[config.mk]
export PLATFORM = sky130hd
export DESIGN_NAME = zbus_top
export DESIGN_NICKNAME = d
export VERILOG_FILES = /design/src/logic/zbus_pkg.sv /design/src/logic/bank_map.sv /design/src/logic/keyboard.sv /design/src/logic/sys_regs.sv /design/src/logic/zbus_ctrl.sv /design/src/logic/zbus_top.sv
export SDC_FILE = /design/constraint.sdc
export NUM_CORES = 1
export LEC_CHECK = 0
export BUFFER_PORTS_ARGS = -buffer_cell sky130_fd_sc_hd__buf_2
export CELL_PAD_IN_SITES_DETAIL_PLACEMENT = 1
export CELL_PAD_IN_SITES_GLOBAL_PLACEMENT = 1
export CORE_UTILIZATION = 44
export CTS_CLUSTER_DIAMETER = 100
export DETAILED_ROUTE_END_ITERATION = 6
export MAX_ROUTING_LAYER = met4
export PLACE_DENSITY_LB_ADDON = 0.1
export SLEW_MARGIN = 20
export SYNTH_ARGS = -nofsm -noshare
export SYNTH_HDL_FRONTEND = slang
export SYNTH_SLANG_ARGS = --single-unit
[constraint.sdc]
create_clock -name clk -period 3 [get_ports clk]
set_input_delay 0.6 -clock clk [delete_from_list [all_inputs] [get_ports clk]]
set_output_delay 0.6 -clock clk [all_outputs]
set_load 0.03 [all_outputs]
[src/logic/zbus_pkg.sv]
package zbus_pkg;

    ////////////////////////////////////////////////////////////
    // Widths and sizes
    ////////////////////////////////////////////////////////////
    localparam int DATA_W      = 8;
    localparam int ADDR_W      = 16;
    localparam int PAGE_W      = 6;             // 64 pages of 16KB
    localparam int BA_W        = 5;             // External page lines
    localparam int KBBUF_DEPTH = 16;
    localparam int KB_PTR_W    = $clog2(KBBUF_DEPTH);
    localparam int KB_ROWS     = 8;             // One matrix row per a[15:8] bit

    // I/O ports on the low address byte
    localparam logic [7:0] PORT_BANK0      = 8'hF0;
    localparam logic [7:0] PORT_BANK1      = 8'hF1;
    localparam logic [7:0] PORT_BANK2      = 8'hF2;
    localparam logic [7:0] PORT_BANK3      = 8'hF3;
    localparam logic [7:0] PORT_KBBUF      = 8'hFA;
    localparam logic [7:0] PORT_SYSCTRL    = 8'hFB;
    localparam logic [7:0] PORT_CASSETTE   = 8'hFC;
    localparam logic [7:0] PORT_VSYNC_CPM  = 8'hFD;
    localparam logic [7:0] PORT_PRINTER    = 8'hFE;
    localparam logic [7:0] PORT_KEYB       = 8'hFF;

    // Page numbers seen by the memory decoder
    localparam logic [PAGE_W-1:0] PAGE_RES_ROM_LAST = 6'd3;    // Pages 0-3 held the ROM
    localparam logic [PAGE_W-1:0] PAGE_CART_FIRST   = 6'd16;   // 16-19
    localparam logic [PAGE_W-1:0] PAGE_RES_VRAM     = 6'd20;
    localparam logic [PAGE_W-1:0] PAGE_RES_CHRAM    = 6'd21;

    ////////////////////////////////////////////////////////////
    // Types
    ////////////////////////////////////////////////////////////
    typedef struct packed {
        logic              ro;          // Block writes
        logic              overlay;     // Map $3000-$3FFF of the bank
        logic [PAGE_W-1:0] page;
    } bank_reg_t;

    typedef struct packed {
        logic [ADDR_W-1:0] a;
        logic              rd_n;
        logic              wr_n;
        logic              mreq_n;
        logic              iorq_n;
    } bus_req_t;

    typedef struct packed {
        logic            ram_ce_n;
        logic            cart_ce_n;
        logic            ram_we_n;
        logic [BA_W-1:0] ba;
    } mem_sel_t;

    typedef struct packed {
        logic turbo;
        logic dis_psgs;
        logic dis_regs;             // Hides the bank ports
    } sys_ctrl_t;

    typedef enum logic [3:0] {
        IO_NONE      = 4'd0,
        IO_BANK      = 4'd1,
        IO_KBBUF     = 4'd2,
        IO_SYSCTRL   = 4'd3,
        IO_CASSETTE  = 4'd4,
        IO_VSYNC_CPM = 4'd5,
        IO_PRINTER   = 4'd6,
        IO_KEYB      = 4'd7
    } io_sel_e;

    // Bank registers after reset
    localparam bank_reg_t BANK_RESET_0 = 8'hC0;     // RO and overlay on page 0
    localparam bank_reg_t BANK_RESET_1 = {2'b00, 6'd33};
    localparam bank_reg_t BANK_RESET_2 = {2'b00, 6'd34};
    localparam bank_reg_t BANK_RESET_3 = {2'b00, 6'd19};

endpackage

[src/logic/bank_map.sv]
`timescale 1ns/10ps

module bank_map
    import zbus_pkg::*;
(
    input  logic              clk,
    input  logic              reset,
    input  bus_req_t          bus,
    input  io_sel_e           io_sel,
    input  logic [DATA_W-1:0] wrdata,
    input  logic              wr_stb,
    output logic [DATA_W-1:0] bank_rd,
    output mem_sel_t          mem_sel
);

    bank_reg_t bank_r [4];
    bank_reg_t bank_cur;        // Bank of the current address

    logic sel_sysram;
    logic sel_window;
    logic reserved;
    logic allow_mem;
    logic sel_cart;
    logic sel_ram;

    ////////////////////////////////////////////////////////////
    // Bank registers $F0-$F3
    ////////////////////////////////////////////////////////////
    always_ff @(posedge clk or posedge reset) begin
        if (reset) begin
            bank_r[0] <= BANK_RESET_0;
            bank_r[1] <= BANK_RESET_1;
            bank_r[2] <= BANK_RESET_2;
            bank_r[3] <= BANK_RESET_3;
        end else if (wr_stb && io_sel == IO_BANK) begin
            bank_r[bus.a[1:0]] <= bank_reg_t'(wrdata);
        end
    end

    assign bank_rd  = bank_r[bus.a[1:0]];
    assign bank_cur = bank_r[bus.a[15:14]];

    ////////////////////////////////////////////////////////////
    // Memory decoding
    ////////////////////////////////////////////////////////////
    assign sel_sysram = !bus.mreq_n && bank_cur.overlay && bus.a[13:11] == 3'b111;
    assign sel_window = bank_cur.overlay && bus.a[13:11] == 3'b110;    // $3000-$37FF

    // Former internal memories where nobody answers
    assign reserved = bank_cur.page <= PAGE_RES_ROM_LAST ||
                      bank_cur.page == PAGE_RES_VRAM ||
                      bank_cur.page == PAGE_RES_CHRAM ||
                      sel_window;

    assign allow_mem = !bus.mreq_n && !sel_sysram && !reserved &&
                       (bus.wr_n || !bank_cur.ro);

    assign sel_cart = allow_mem &&
                      bank_cur.page[PAGE_W-1:2] == PAGE_CART_FIRST[PAGE_W-1:2];
    assign sel_ram  = (allow_mem && bank_cur.page[PAGE_W-1]) || sel_sysram;

    always_comb begin
        mem_sel.ram_ce_n  = !sel_ram;
        mem_sel.cart_ce_n = !sel_cart;
        mem_sel.ram_we_n  = !(!bus.wr_n && sel_ram);
        mem_sel.ba        = sel_sysram ? '0 : bank_cur.page[BA_W-1:0];  // System RAM in page 32
    end

endmodule

[src/logic/keyboard.sv]
`timescale 1ns/10ps

module keyboard
    import zbus_pkg::*;
(
    input  logic                      clk,
    input  logic                      reset,
    input  bus_req_t                  bus,
    input  io_sel_e                   io_sel,
    input  logic [DATA_W-1:0]         wrdata,
    input  logic                      wr_stb,
    input  logic                      rd_stb,
    input  logic [KB_ROWS*DATA_W-1:0] keys,
    input  logic [DATA_W-1:0]         kb_data,
    input  logic                      kb_wren,
    output logic [DATA_W-1:0]         kbbuf_rd,
    output logic [DATA_W-1:0]         keyb_rd
);

    logic [DATA_W-1:0]   fifo_mem [KBBUF_DEPTH];
    logic [KB_PTR_W-1:0] wr_ptr;
    logic [KB_PTR_W-1:0] rd_ptr;
    logic [KB_PTR_W:0]   count;
    logic [DATA_W-1:0]   head;
    logic [DATA_W-1:0]   rd_hold;       // Byte returned by the current read
    logic                hold_valid;
    logic                fifo_empty;
    logic                fifo_full;
    logic                kb_read;
    logic                push;
    logic                pop;
    logic                flush;

    // A low address bit selects its key row
    always_comb begin
        keyb_rd = '1;
        for (int i = 0; i < KB_ROWS; i++) begin
            if (!bus.a[8+i]) begin
                keyb_rd &= keys[DATA_W*i +: DATA_W];
            end
        end
    end

    ////////////////////////////////////////////////////////////
    // Keyboard buffer FIFO at $FA
    ////////////////////////////////////////////////////////////
    assign fifo_empty = count == '0;
    assign fifo_full  = count == (KB_PTR_W+1)'(KBBUF_DEPTH);
    assign kb_read    = rd_stb && io_sel == IO_KBBUF;
    assign flush      = wr_stb && io_sel == IO_KBBUF;   // Any byte written clears it
    assign push       = kb_wren && !fifo_full;          // Dropped when full
    assign pop        = kb_read && !fifo_empty;

    always_ff @(posedge clk) begin
        if (push) begin
            fifo_mem[wr_ptr] <= kb_data;
        end
    end

    always_ff @(posedge clk or posedge reset) begin
        if (reset) begin
            wr_ptr <= '0;
            rd_ptr <= '0;
            count  <= '0;
        end else if (flush) begin
            wr_ptr <= '0;
            rd_ptr <= '0;
            count  <= '0;
        end else begin
            if (push) wr_ptr <= wr_ptr + 1'b1;
            if (pop) rd_ptr <= rd_ptr + 1'b1;
            if (push && !pop) count <= count + 1'b1;
            else if (pop && !push) count <= count - 1'b1;
        end
    end

    assign head = fifo_empty ? '0 : fifo_mem[rd_ptr];

    // Pop comes early in the cycle so the popped byte is kept until rd_n rises
    always_ff @(posedge clk or posedge reset) begin
        if (reset) begin
            hold_valid <= 1'b0;
        end else if (kb_read) begin
            hold_valid <= 1'b1;
        end else if (bus.rd_n) begin
            hold_valid <= 1'b0;
        end
    end

    always_ff @(posedge clk) begin
        if (kb_read) begin
            rd_hold <= head;
        end
    end

    assign kbbuf_rd = hold_valid ? rd_hold : head;

endmodule

[src/logic/sys_regs.sv]
`timescale 1ns/10ps

module sys_regs
    import zbus_pkg::*;
(
    input  logic              clk,
    input  logic              reset,
    input  io_sel_e           io_sel,
    input  logic [DATA_W-1:0] wrdata,
    input  logic              wr_stb,
    input  logic              cassette_in,
    input  logic              printer_in,
    input  logic              vblank,
    output sys_ctrl_t         sys_ctrl,
    output logic              cpm_remap,
    output logic              cassette_out,
    output logic              printer_out,
    output logic [DATA_W-1:0] sys_rd
);

    logic [2:0] cassette_sync;
    logic [2:0] printer_sync;

    ////////////////////////////////////////////////////////////
    // Write side of $FB-$FE
    ////////////////////////////////////////////////////////////
    always_ff @(posedge clk or posedge reset) begin
        if (reset) begin
            sys_ctrl     <= '0;
            cassette_out <= 1'b0;
            cpm_remap    <= 1'b0;
            printer_out  <= 1'b0;
        end else if (wr_stb) begin
            case (io_sel)
                IO_SYSCTRL:   sys_ctrl     <= sys_ctrl_t'(wrdata[2:0]);
                IO_CASSETTE:  cassette_out <= wrdata[0];
                IO_VSYNC_CPM: cpm_remap    <= wrdata[0];
                IO_PRINTER:   printer_out  <= wrdata[0];
                default:      ;
            endcase
        end
    end

    // Async inputs into the clk domain
    always_ff @(posedge clk) begin
        cassette_sync <= {cassette_sync[1:0], cassette_in};
        printer_sync  <= {printer_sync[1:0], printer_in};
    end

    ////////////////////////////////////////////////////////////
    // Read side
    ////////////////////////////////////////////////////////////
    always_comb begin
        case (io_sel)
            IO_SYSCTRL:   sys_rd = {5'b0, sys_ctrl};
            IO_CASSETTE:  sys_rd = {7'b0, !cassette_sync[2]};  // Inverted on the board
            IO_VSYNC_CPM: sys_rd = {7'b0, !vblank};
            IO_PRINTER:   sys_rd = {7'b0, printer_sync[2]};
            default:      sys_rd = '0;
        endcase
    end

endmodule

[src/logic/zbus_ctrl.sv]
`timescale 1ns/10ps

module zbus_ctrl
    import zbus_pkg::*;
(
    input  logic              clk,
    input  logic              reset,
    input  bus_req_t          bus,
    input  logic [DATA_W-1:0] d_in,
    input  sys_ctrl_t         sys_ctrl,
    input  logic [DATA_W-1:0] bank_rd,
    input  logic [DATA_W-1:0] sys_rd,
    input  logic [DATA_W-1:0] kbbuf_rd,
    input  logic [DATA_W-1:0] keyb_rd,
    output io_sel_e           io_sel,
    output logic [DATA_W-1:0] wrdata,
    output logic              wr_stb,
    output logic              rd_stb,
    output logic [DATA_W-1:0] d_out,
    output logic              d_oe
);

    logic [2:0] wr_n_sync;
    logic [2:0] rd_n_sync;

    ////////////////////////////////////////////////////////////
    // Strobe synchronizers
    ////////////////////////////////////////////////////////////
    always_ff @(posedge clk or posedge reset) begin
        if (reset) begin
            wr_n_sync <= 3'b111;    // Idle high so reset gives no stray pulse
            rd_n_sync <= 3'b111;
        end else begin
            wr_n_sync <= {wr_n_sync[1:0], bus.wr_n};
            rd_n_sync <= {rd_n_sync[1:0], bus.rd_n};
        end
    end

    // One pulse per falling edge
    assign wr_stb = wr_n_sync[2:1] == 2'b10;
    assign rd_stb = rd_n_sync[2:1] == 2'b10;

    // Data stays valid through the whole low phase of wr_n
    always_ff @(posedge clk) begin
        if (!bus.wr_n) begin
            wrdata <= d_in;
        end
    end

    ////////////////////////////////////////////////////////////
    // Port decoding
    ////////////////////////////////////////////////////////////
    always_comb begin
        io_sel = IO_NONE;
        if (!bus.iorq_n) begin
            case (bus.a[7:0])
                PORT_BANK0, PORT_BANK1, PORT_BANK2, PORT_BANK3:
                    io_sel = sys_ctrl.dis_regs ? IO_NONE : IO_BANK;
                PORT_KBBUF:     io_sel = IO_KBBUF;
                PORT_SYSCTRL:   io_sel = IO_SYSCTRL;
                PORT_CASSETTE:  io_sel = IO_CASSETTE;
                PORT_VSYNC_CPM: io_sel = IO_VSYNC_CPM;
                PORT_PRINTER:   io_sel = IO_PRINTER;
                PORT_KEYB:      io_sel = IO_KEYB;
                default:        io_sel = IO_NONE;   // Other ports left to the bus
            endcase
        end
    end

    // Read data from the owner of the port
    always_comb begin
        case (io_sel)
            IO_BANK:      d_out = bank_rd;
            IO_KBBUF:     d_out = kbbuf_rd;
            IO_SYSCTRL,
            IO_CASSETTE,
            IO_VSYNC_CPM,
            IO_PRINTER:   d_out = sys_rd;
            IO_KEYB:      d_out = keyb_rd;
            default:      d_out = '0;
        endcase
    end

    assign d_oe = !bus.rd_n && (io_sel != IO_NONE);

endmodule

[src/logic/zbus_top.sv]
`timescale 1ns/10ps

module zbus_top
    import zbus_pkg::*;
(
    input  logic                      clk,
    input  logic                      reset,
    input  bus_req_t                  bus,
    input  logic [DATA_W-1:0]         d_in,
    input  logic [KB_ROWS*DATA_W-1:0] keys,
    input  logic [DATA_W-1:0]         kb_data,
    input  logic                      kb_wren,
    input  logic                      cassette_in,
    input  logic                      printer_in,
    input  logic                      vblank,
    output logic [DATA_W-1:0]         d_out,
    output logic                      d_oe,
    output mem_sel_t                  mem_sel,
    output logic                      cassette_out,
    output logic                      printer_out,
    output logic                      cpm_remap
);

    io_sel_e           io_sel;
    sys_ctrl_t         sys_ctrl;
    logic [DATA_W-1:0] wrdata;
    logic              wr_stb;
    logic              rd_stb;
    logic [DATA_W-1:0] bank_rd;
    logic [DATA_W-1:0] sys_rd;
    logic [DATA_W-1:0] kbbuf_rd;
    logic [DATA_W-1:0] keyb_rd;

    ////////////////////////////////////////////////////////////
    // Bus control and port select
    ////////////////////////////////////////////////////////////
    zbus_ctrl i_zbus_ctrl (
        .clk      (clk),
        .reset    (reset),
        .bus      (bus),
        .d_in     (d_in),
        .sys_ctrl (sys_ctrl),
        .bank_rd  (bank_rd),
        .sys_rd   (sys_rd),
        .kbbuf_rd (kbbuf_rd),
        .keyb_rd  (keyb_rd),
        .io_sel   (io_sel),
        .wrdata   (wrdata),
        .wr_stb   (wr_stb),
        .rd_stb   (rd_stb),
        .d_out    (d_out),
        .d_oe     (d_oe)
    );

    ////////////////////////////////////////////////////////////
    // Datapath blocks
    ////////////////////////////////////////////////////////////
    bank_map i_bank_map (
        .clk     (clk),
        .reset   (reset),
        .bus     (bus),
        .io_sel  (io_sel),
        .wrdata  (wrdata),
        .wr_stb  (wr_stb),
        .bank_rd (bank_rd),
        .mem_sel (mem_sel)
    );

    sys_regs i_sys_regs (
        .clk          (clk),
        .reset        (reset),
        .io_sel       (io_sel),
        .wrdata       (wrdata),
        .wr_stb       (wr_stb),
        .cassette_in  (cassette_in),
        .printer_in   (printer_in),
        .vblank       (vblank),
        .sys_ctrl     (sys_ctrl),
        .cpm_remap    (cpm_remap),
        .cassette_out (cassette_out),
        .printer_out  (printer_out),
        .sys_rd       (sys_rd)
    );

    keyboard i_keyboard (
        .clk      (clk),
        .reset    (reset),
        .bus      (bus),
        .io_sel   (io_sel),
        .wrdata   (wrdata),
        .wr_stb   (wr_stb),
        .rd_stb   (rd_stb),
        .keys     (keys),
        .kb_data  (kb_data),
        .kb_wren  (kb_wren),
        .kbbuf_rd (kbbuf_rd),
        .keyb_rd  (keyb_rd)
    );

endmodule

Word level (Yosys, flattened, before mapping)
Memories as Yosys holds them, arrays and structs flattened.
Cells that the tools add are included.
Word-level totals
  flip-flop bits (word level): 80
  memories: 1
  word-level logic and storage cells: 157
  input port bits: 106
  bits in writable memories: 128
Cells by class
  equality and inequality tests: 25
  bitwise operators: 9
  mux-type cells: 36
  reductions and logical operators: 50
  order comparisons: 4
  add/subtract/negate cells: 4
Memories
  i_keyboard.fifo_mem: depth 16, bits a word 8, read ports 1, clocked after Yosys merged registers in 0, write ports 1, line keyboard.sv:20  | logic [DATA_W-1:0] fifo_mem [KBBUF_DEPTH];
Operators by type and width (number)
  8-bit two-way mux: 15
  8-bit == test, second input constant: 10
  8-bit bitwise AND: 7
  8-bit binary-select mux with 2-bit select: 2
  32-bit bitwise mux: 1
  8-bit case mux with 4 select lines: 1
  4-bit case mux with 7 select lines: 1
  4-bit by 3-bit == test with 1-bit output, second input constant: 5
  4-bit two-way mux: 5
  5-bit two-way mux: 4
  1-bit logical AND: 18
  8-bit demux with 2-bit select: 1
  1-bit zero test: 15
  6-bit by 5-bit == test with 1-bit output, second input constant: 2
  3-bit case mux with 4 select lines: 1
  4-bit by 1-bit adder with 4-bit output, second input constant: 2
  4-bit by 2-bit == test with 1-bit output, second input constant: 2
  2-bit AND reduction: 4
  4-bit OR reduction: 2
  3-bit == test, second input constant: 2
  3-bit >= comparator, second input constant: 2
  6-bit by 2-bit <= comparator with 1-bit output, second input constant: 1
  2-bit inverter with 3-bit output: 2
  2-bit nonzero test: 3
  other kinds (11): 20

Longest topological paths before layout
  word-level depth: 16
  gate-level depth with buffers: 14

By module
Synthesis repeated with hierarchy kept, for this count alone.
Second synthesis, totals
  cells, all modules: 612
  area total of the unflattened synthesis: 9726.8 sq um
By module, submodules not included
  keyboard: cells an instance 378, area an instance 6607.6 sq um, sequential area each 4434.3 sq um, instances 1
  bank_map: cells an instance 114, area an instance 1769.2 sq um, sequential area each 812.0 sq um, instances 1
  zbus_ctrl: cells an instance 79, area an instance 832.0 sq um, sequential area each 397.9 sq um, instances 1
  sys_regs: cells an instance 41, area an instance 518.0 sq um, sequential area each 270.3 sq um, instances 1

Least setup slack after synthesis
Ideal clock, no wire load.
  path type: input port to flip-flop
  from: input port bus[5] (netlist bit)
  to: register i_keyboard.count[4]
  path slack: -253 ps
  library setup time: 77 ps
  required time: 2923 ps
  arrival time: 3176 ps
  stages: 14
  cells stage by stage: buf_2 > nand4b_1 > or3_1 > clkbuf_1 > nor3_2 > inv_1 > ha_1 > inv_1 > ha_1 > a21o_1 > a21oi_1 > xnor2_1 > or3_1 > a21oi_1
Between the ends
  cells in the longest elaborated chain, start to end: 11
  elaborated cells between the ends (all ways): 23
  classes of those cells: eq/ne: 11; mux: 4; reduce/logical: 8
Ends and longest elaborated chain
  start, declared: line zbus_top.sv:8  | input bus_req_t bus,
  8-bit == test: line zbus_ctrl.sv:56  | case (bus.a[7:0])
  4-bit OR reduction: line zbus_ctrl.sv:56
  4-bit case mux with 7 select lines *: line zbus_ctrl.sv:56
  4-bit two-way mux *: line zbus_ctrl.sv:55  | if (!bus.iorq_n) begin
  4-bit by 2-bit == test with 1-bit output *: line keyboard.sv:49, keyboard.sv:50
  1-bit logical AND: line keyboard.sv:49  | assign kb_read = rd_stb && io_sel == IO_KBBUF;
  1-bit logical AND: line keyboard.sv:52  | assign pop = kb_read && !fifo_empty;
  1-bit zero test: line keyboard.sv:72  | if (push && !pop) count <= count + 1'b1;
  1-bit logical AND: line keyboard.sv:72
  5-bit two-way mux: line keyboard.sv:72
  5-bit two-way mux: line keyboard.sv:65  | end else if (flush) begin
  end signal, assigned: line keyboard.sv:72
  end signal, assigned: line keyboard.sv:73  | else if (pop && !push) count <= count - 1'b1;
  end, declared: line keyboard.sv:23  | logic [KB_PTR_W:0] count;
Mark *: on every way between the ends. The rest lies on a longest branch, timed or not.
A chain may end at the register's enable or synchronous reset.

Worst setup path in the final report
  from: register i_keyboard.rd_ptr[0]
  to: output port d_out[2]
Between the ends
  cells in the longest elaborated chain, start to end: 4
Ends and longest elaborated chain
  start, declared: line keyboard.sv:22  | logic [KB_PTR_W-1:0] rd_ptr;
  start signal, assigned: line keyboard.sv:71  | if (pop) rd_ptr <= rd_ptr + 1'b1;
  memory read 16 x 8 bit
  8-bit two-way mux: line keyboard.sv:77  | assign head = fifo_empty ? '0 : fifo_mem[rd_ptr];
  8-bit two-way mux: line keyboard.sv:96  | assign kbbuf_rd = hold_valid ? rd_hold : head;
  8-bit case mux with 4 select lines: line zbus_ctrl.sv:72  | case (io_sel)
  end, declared: line zbus_top.sv:16  | output logic [DATA_W-1:0] d_out,
Every way passes these cells.

==> flow_summary.yaml <==
layout:
  nNetsFinal: 870
  syn_to_final_growth_pct: 24.42
  final_cell_mix: "edfxtp_1, buf_2, buf_4"
  final_common_cell: "edfxtp_1"
  fin_util_pct: 56.51
  drive_above_1_share_pct: 42.67
setup_path:
  endpoint_kind: "output pin"
  r2r-start: "i_keyboard.count[2]"
  critPathLaunchType: "flip-flop"
  rr_endpoint: "i_keyboard.count[4]"
  crit_chain: "buf_6 > mux4_2 > mux2i_4 > nand2_1 > a32oi_2 > o22ai_1 > buf_4"
  criticalPathCategory: "flip-flop to output pin"
  crit_slowest_cell: "mux4_2"
  crit_path_start: "i_keyboard.rd_ptr[0]"
  worstPathArrival_ns: 2.54
  cp_top_family: "multiplexers"
  required_ns: 2.40
  slowest_delay_ns: 0.56
  cp_num_buf_inv: 2
  cp.depth: 7
  crit_end: "d_out[2]"
  ff2ff_path_depth: 12
  cp_max_fo: 7
  r2r_slack_ns: 0.08
synth:
  synth-main-ff-cell: "edfxtp_1"
  async_flop_share_pct: 27.88
  synth_warnings: 0
  syn_avg_cell_area_um2: 16.08
  synth_seq_area_share_pct: 63.53
  synth_cell_types: 58
  synth.net_count: 695
  synth_edf_count: 144
  postSynthCellCount: 579
  synth_seq_cells: 208
  syn_area_um2: 9309
die:
  num_rows: 52
  core-area_um2: 20490
  die_x_um: 147.5
  chipHeight_um: 147.5
  start_util_pct: 45.42
  ioPinCount: 126
  dieArea_um2: 21740
clock_network:
  cts.sinks: 208
  cts_made_buffers: 23
  cts_hold_buf: 0
  cts_buffer_depth: 3
  insertion_delay_ns: 0.52
  cts.reportedPaths.clkPinSlew_ns: 0.06
  htree_levels: 1
  cts-root-buf: "clkbuf_16"
  tritoncts: "done"
routing:
  drtIter0Drc: 322
  via_per_inst: 5.750
  drc: 0
  ant_nets: 0
  vias: 5991
  drtPass1Iterations: 4
  routed_wl_um: 25250
  wl_per_cell_um: 24.23
sta:
  finalWorstSetupSlack_ns: -0.1415
  skew_ns: 0.01678
  hold_violations: 0
  tns_ns: -0.7535
  timing.hold.ws_ns: 0.08863
  slew_violations: 0
  fmax_mhz: 318.3
  tightest_slew_ns: 0.6177
  setup_viol: 8
  rsz0062_at_grt: "true"
  period_share_pct: 104.7
  layout_min_cycle_time_ns: 3.142
  max_slew_margin_pct: 58.82
place:
  pre_cts_ws_ns: -0.03632
  dp_hpwl_um: 17980
  gp_congestion: 0.8842
  portBuffers: 125
grt:
  grt_pass1_wl_um: 39030
  first_global_vias: 6678
  grt_max_degree: 24
  track_usage_pct: 24.87
  overflow: 0
  grt_antenna_before_repair: 1
power:
  report.power.total_mw: 7.390
  leakagePower_nw: 4.405
  powerDensity_nw_per_um2: 638.0
  ir_drop_mv: 0.4489
hold_path:
  hp-class: "input pin to asynchronous set/reset pin"
run_status:
  violations: "setup timing"
  status: "finished with violations"
run:
  drv_cap: 0
sequential cells by signal (all words and copies together) (netlist names), 3 cells and up:
register	count
i_sys_regs.cassette_sync	3
i_zbus_ctrl.wrdata	8
i_keyboard.rd_ptr	4
i_keyboard.rd_hold	8
i_keyboard.fifo_mem	128
i_sys_regs.printer_sync	3
i_keyboard.count	5
i_bank_map.bank_r	32
i_zbus_ctrl.rd_n_sync	3
i_zbus_ctrl.wr_n_sync	3
i_keyboard.wr_ptr	4
i_sys_regs.sys_ctrl	3
worst register-to-register path, stage by stage (launching register included):
cell and delay (ns):
dfrtp_1 0.37, or4_4 0.54, nor2_1 0.24, nor3_4 0.07, inv_1 0.07, ha_2 0.20
inv_2 0.07, fa_1 0.41, a21o_1 0.21, a21oi_2 0.14, xnor2_1 0.08, or3_1 0.31
a21oi_1 0.14
metal layers:
layer  vias to the layer above  global-route usage [%]  share of wire, %
met5                         -                       -                 0
met4                         0                   6.031               1.7
met3                        31                   3.025               5.1
met2                       171                   40.68                50
met1                      3141                   33.39                43
li1                       2648                       -                 -
how the worst min path moves through the flow:
stage	from	slack [ns]	depth (start not counted)	end
after global placement	i_sys_regs.cassette_sync[0]	0.31	0	i_sys_regs.cassette_sync[1]
final	reset	0.09	2	i_keyboard.rd_ptr[3]
after floorplan	i_sys_regs.cassette_sync[0]	0.31	0	i_sys_regs.cassette_sync[1]
after detailed placement	i_sys_regs.printer_sync[0]	0.31	0	i_sys_regs.printer_sync[1]
after global routing	reset	0.1	2	i_keyboard.rd_ptr[3]
after CTS	reset	0.09	2	i_keyboard.rd_ptr[3]
synth_stat cells, types with 4 or more instances:
master | count | area share (%)
a21oi_1 | 7 | 0.38
a22oi_1 | 5 | 0.40
and2_1 | 6 | 0.40
and3_1 | 5 | 0.34
buf_1 | 7 | 0.28
buf_2 | 11 | 0.59
clkbuf_1 | 15 | 0.60
dfrtp_1 | 43 | 12
dfstp_2 | 15 | 4.2
dfxtp_1 | 6 | 1.3
edfxtp_1 | 144 | 46
ha_1 | 9 | 1.2
inv_1 | 10 | 0.40
mux2_1 | 22 | 2.7
mux2_4 | 16 | 2.6
mux2i_1 | 20 | 2.2
mux4_2 | 47 | 11
nand2_1 | 15 | 0.60
nand2b_1 | 11 | 0.74
nor2_1 | 34 | 1.4
nor2b_1 | 4 | 0.27
nor3_1 | 4 | 0.22
nor4_1 | 10 | 0.67
o21ai_1 | 7 | 0.38
o22ai_1 | 41 | 2.8
or4_1 | 4 | 0.32
xnor2_1 | 5 | 0.47
xor2_1 | 5 | 0.47
cell families after synthesis:
| logic type | synth area share [%] |
|---|---|
| fa+ha+maj | 1.425 |
| flops | 63.54 |
| compound gates | 6.277 |
| mux | 18.88 |
| buf+inv | 2.258 |
| xor+xnor | 0.9408 |
| simple gates | 6.680 |
power by group:
| part | switching, mW | internal, mW |
|---|---|---|
| clock network | 1.11 | 1.65 |
| registers | 0.141 | 3.36 |
| logic | 0.622 | 0.504 |
| total | 1.88 | 5.51 |
timing repair:
item | in CTS | in global routing
pin swaps | 13 | 5
endpoints found under the setup margin | 8 | 9
buffers inserted | 3 | 1
cloned | 2 | 0
gates resized for setup | 30 | 12
through the flow:
stage,std cells,cell area (µm²)
4_1_cts,1041,11550
6_report,1042,11580
2_1_floorplan,579,9346
5_1_grt,1042,11580
3_3_place_gp,994,10590
3_5_place_dp,994,10590
final cells by class:
| type | instances | area [µm²] |
|---|---|---|
| Fill cell | 1980 | 8912 |
| Sequential cell | 208 | 5917 |
| Multi-Input combinational cell | 323 | 3357 |
| Timing Repair Buffer | 187 | 1184 |
| Clock buffer | 34 | 636.9 |
| Tap cell | 270 | 337.8 |
| Clock inverter | 8 | 106.4 |
| Inverter | 11 | 41.29 |
| Antenna cell | 1 | 2.502 |
(Power assumes the default switching activity.)
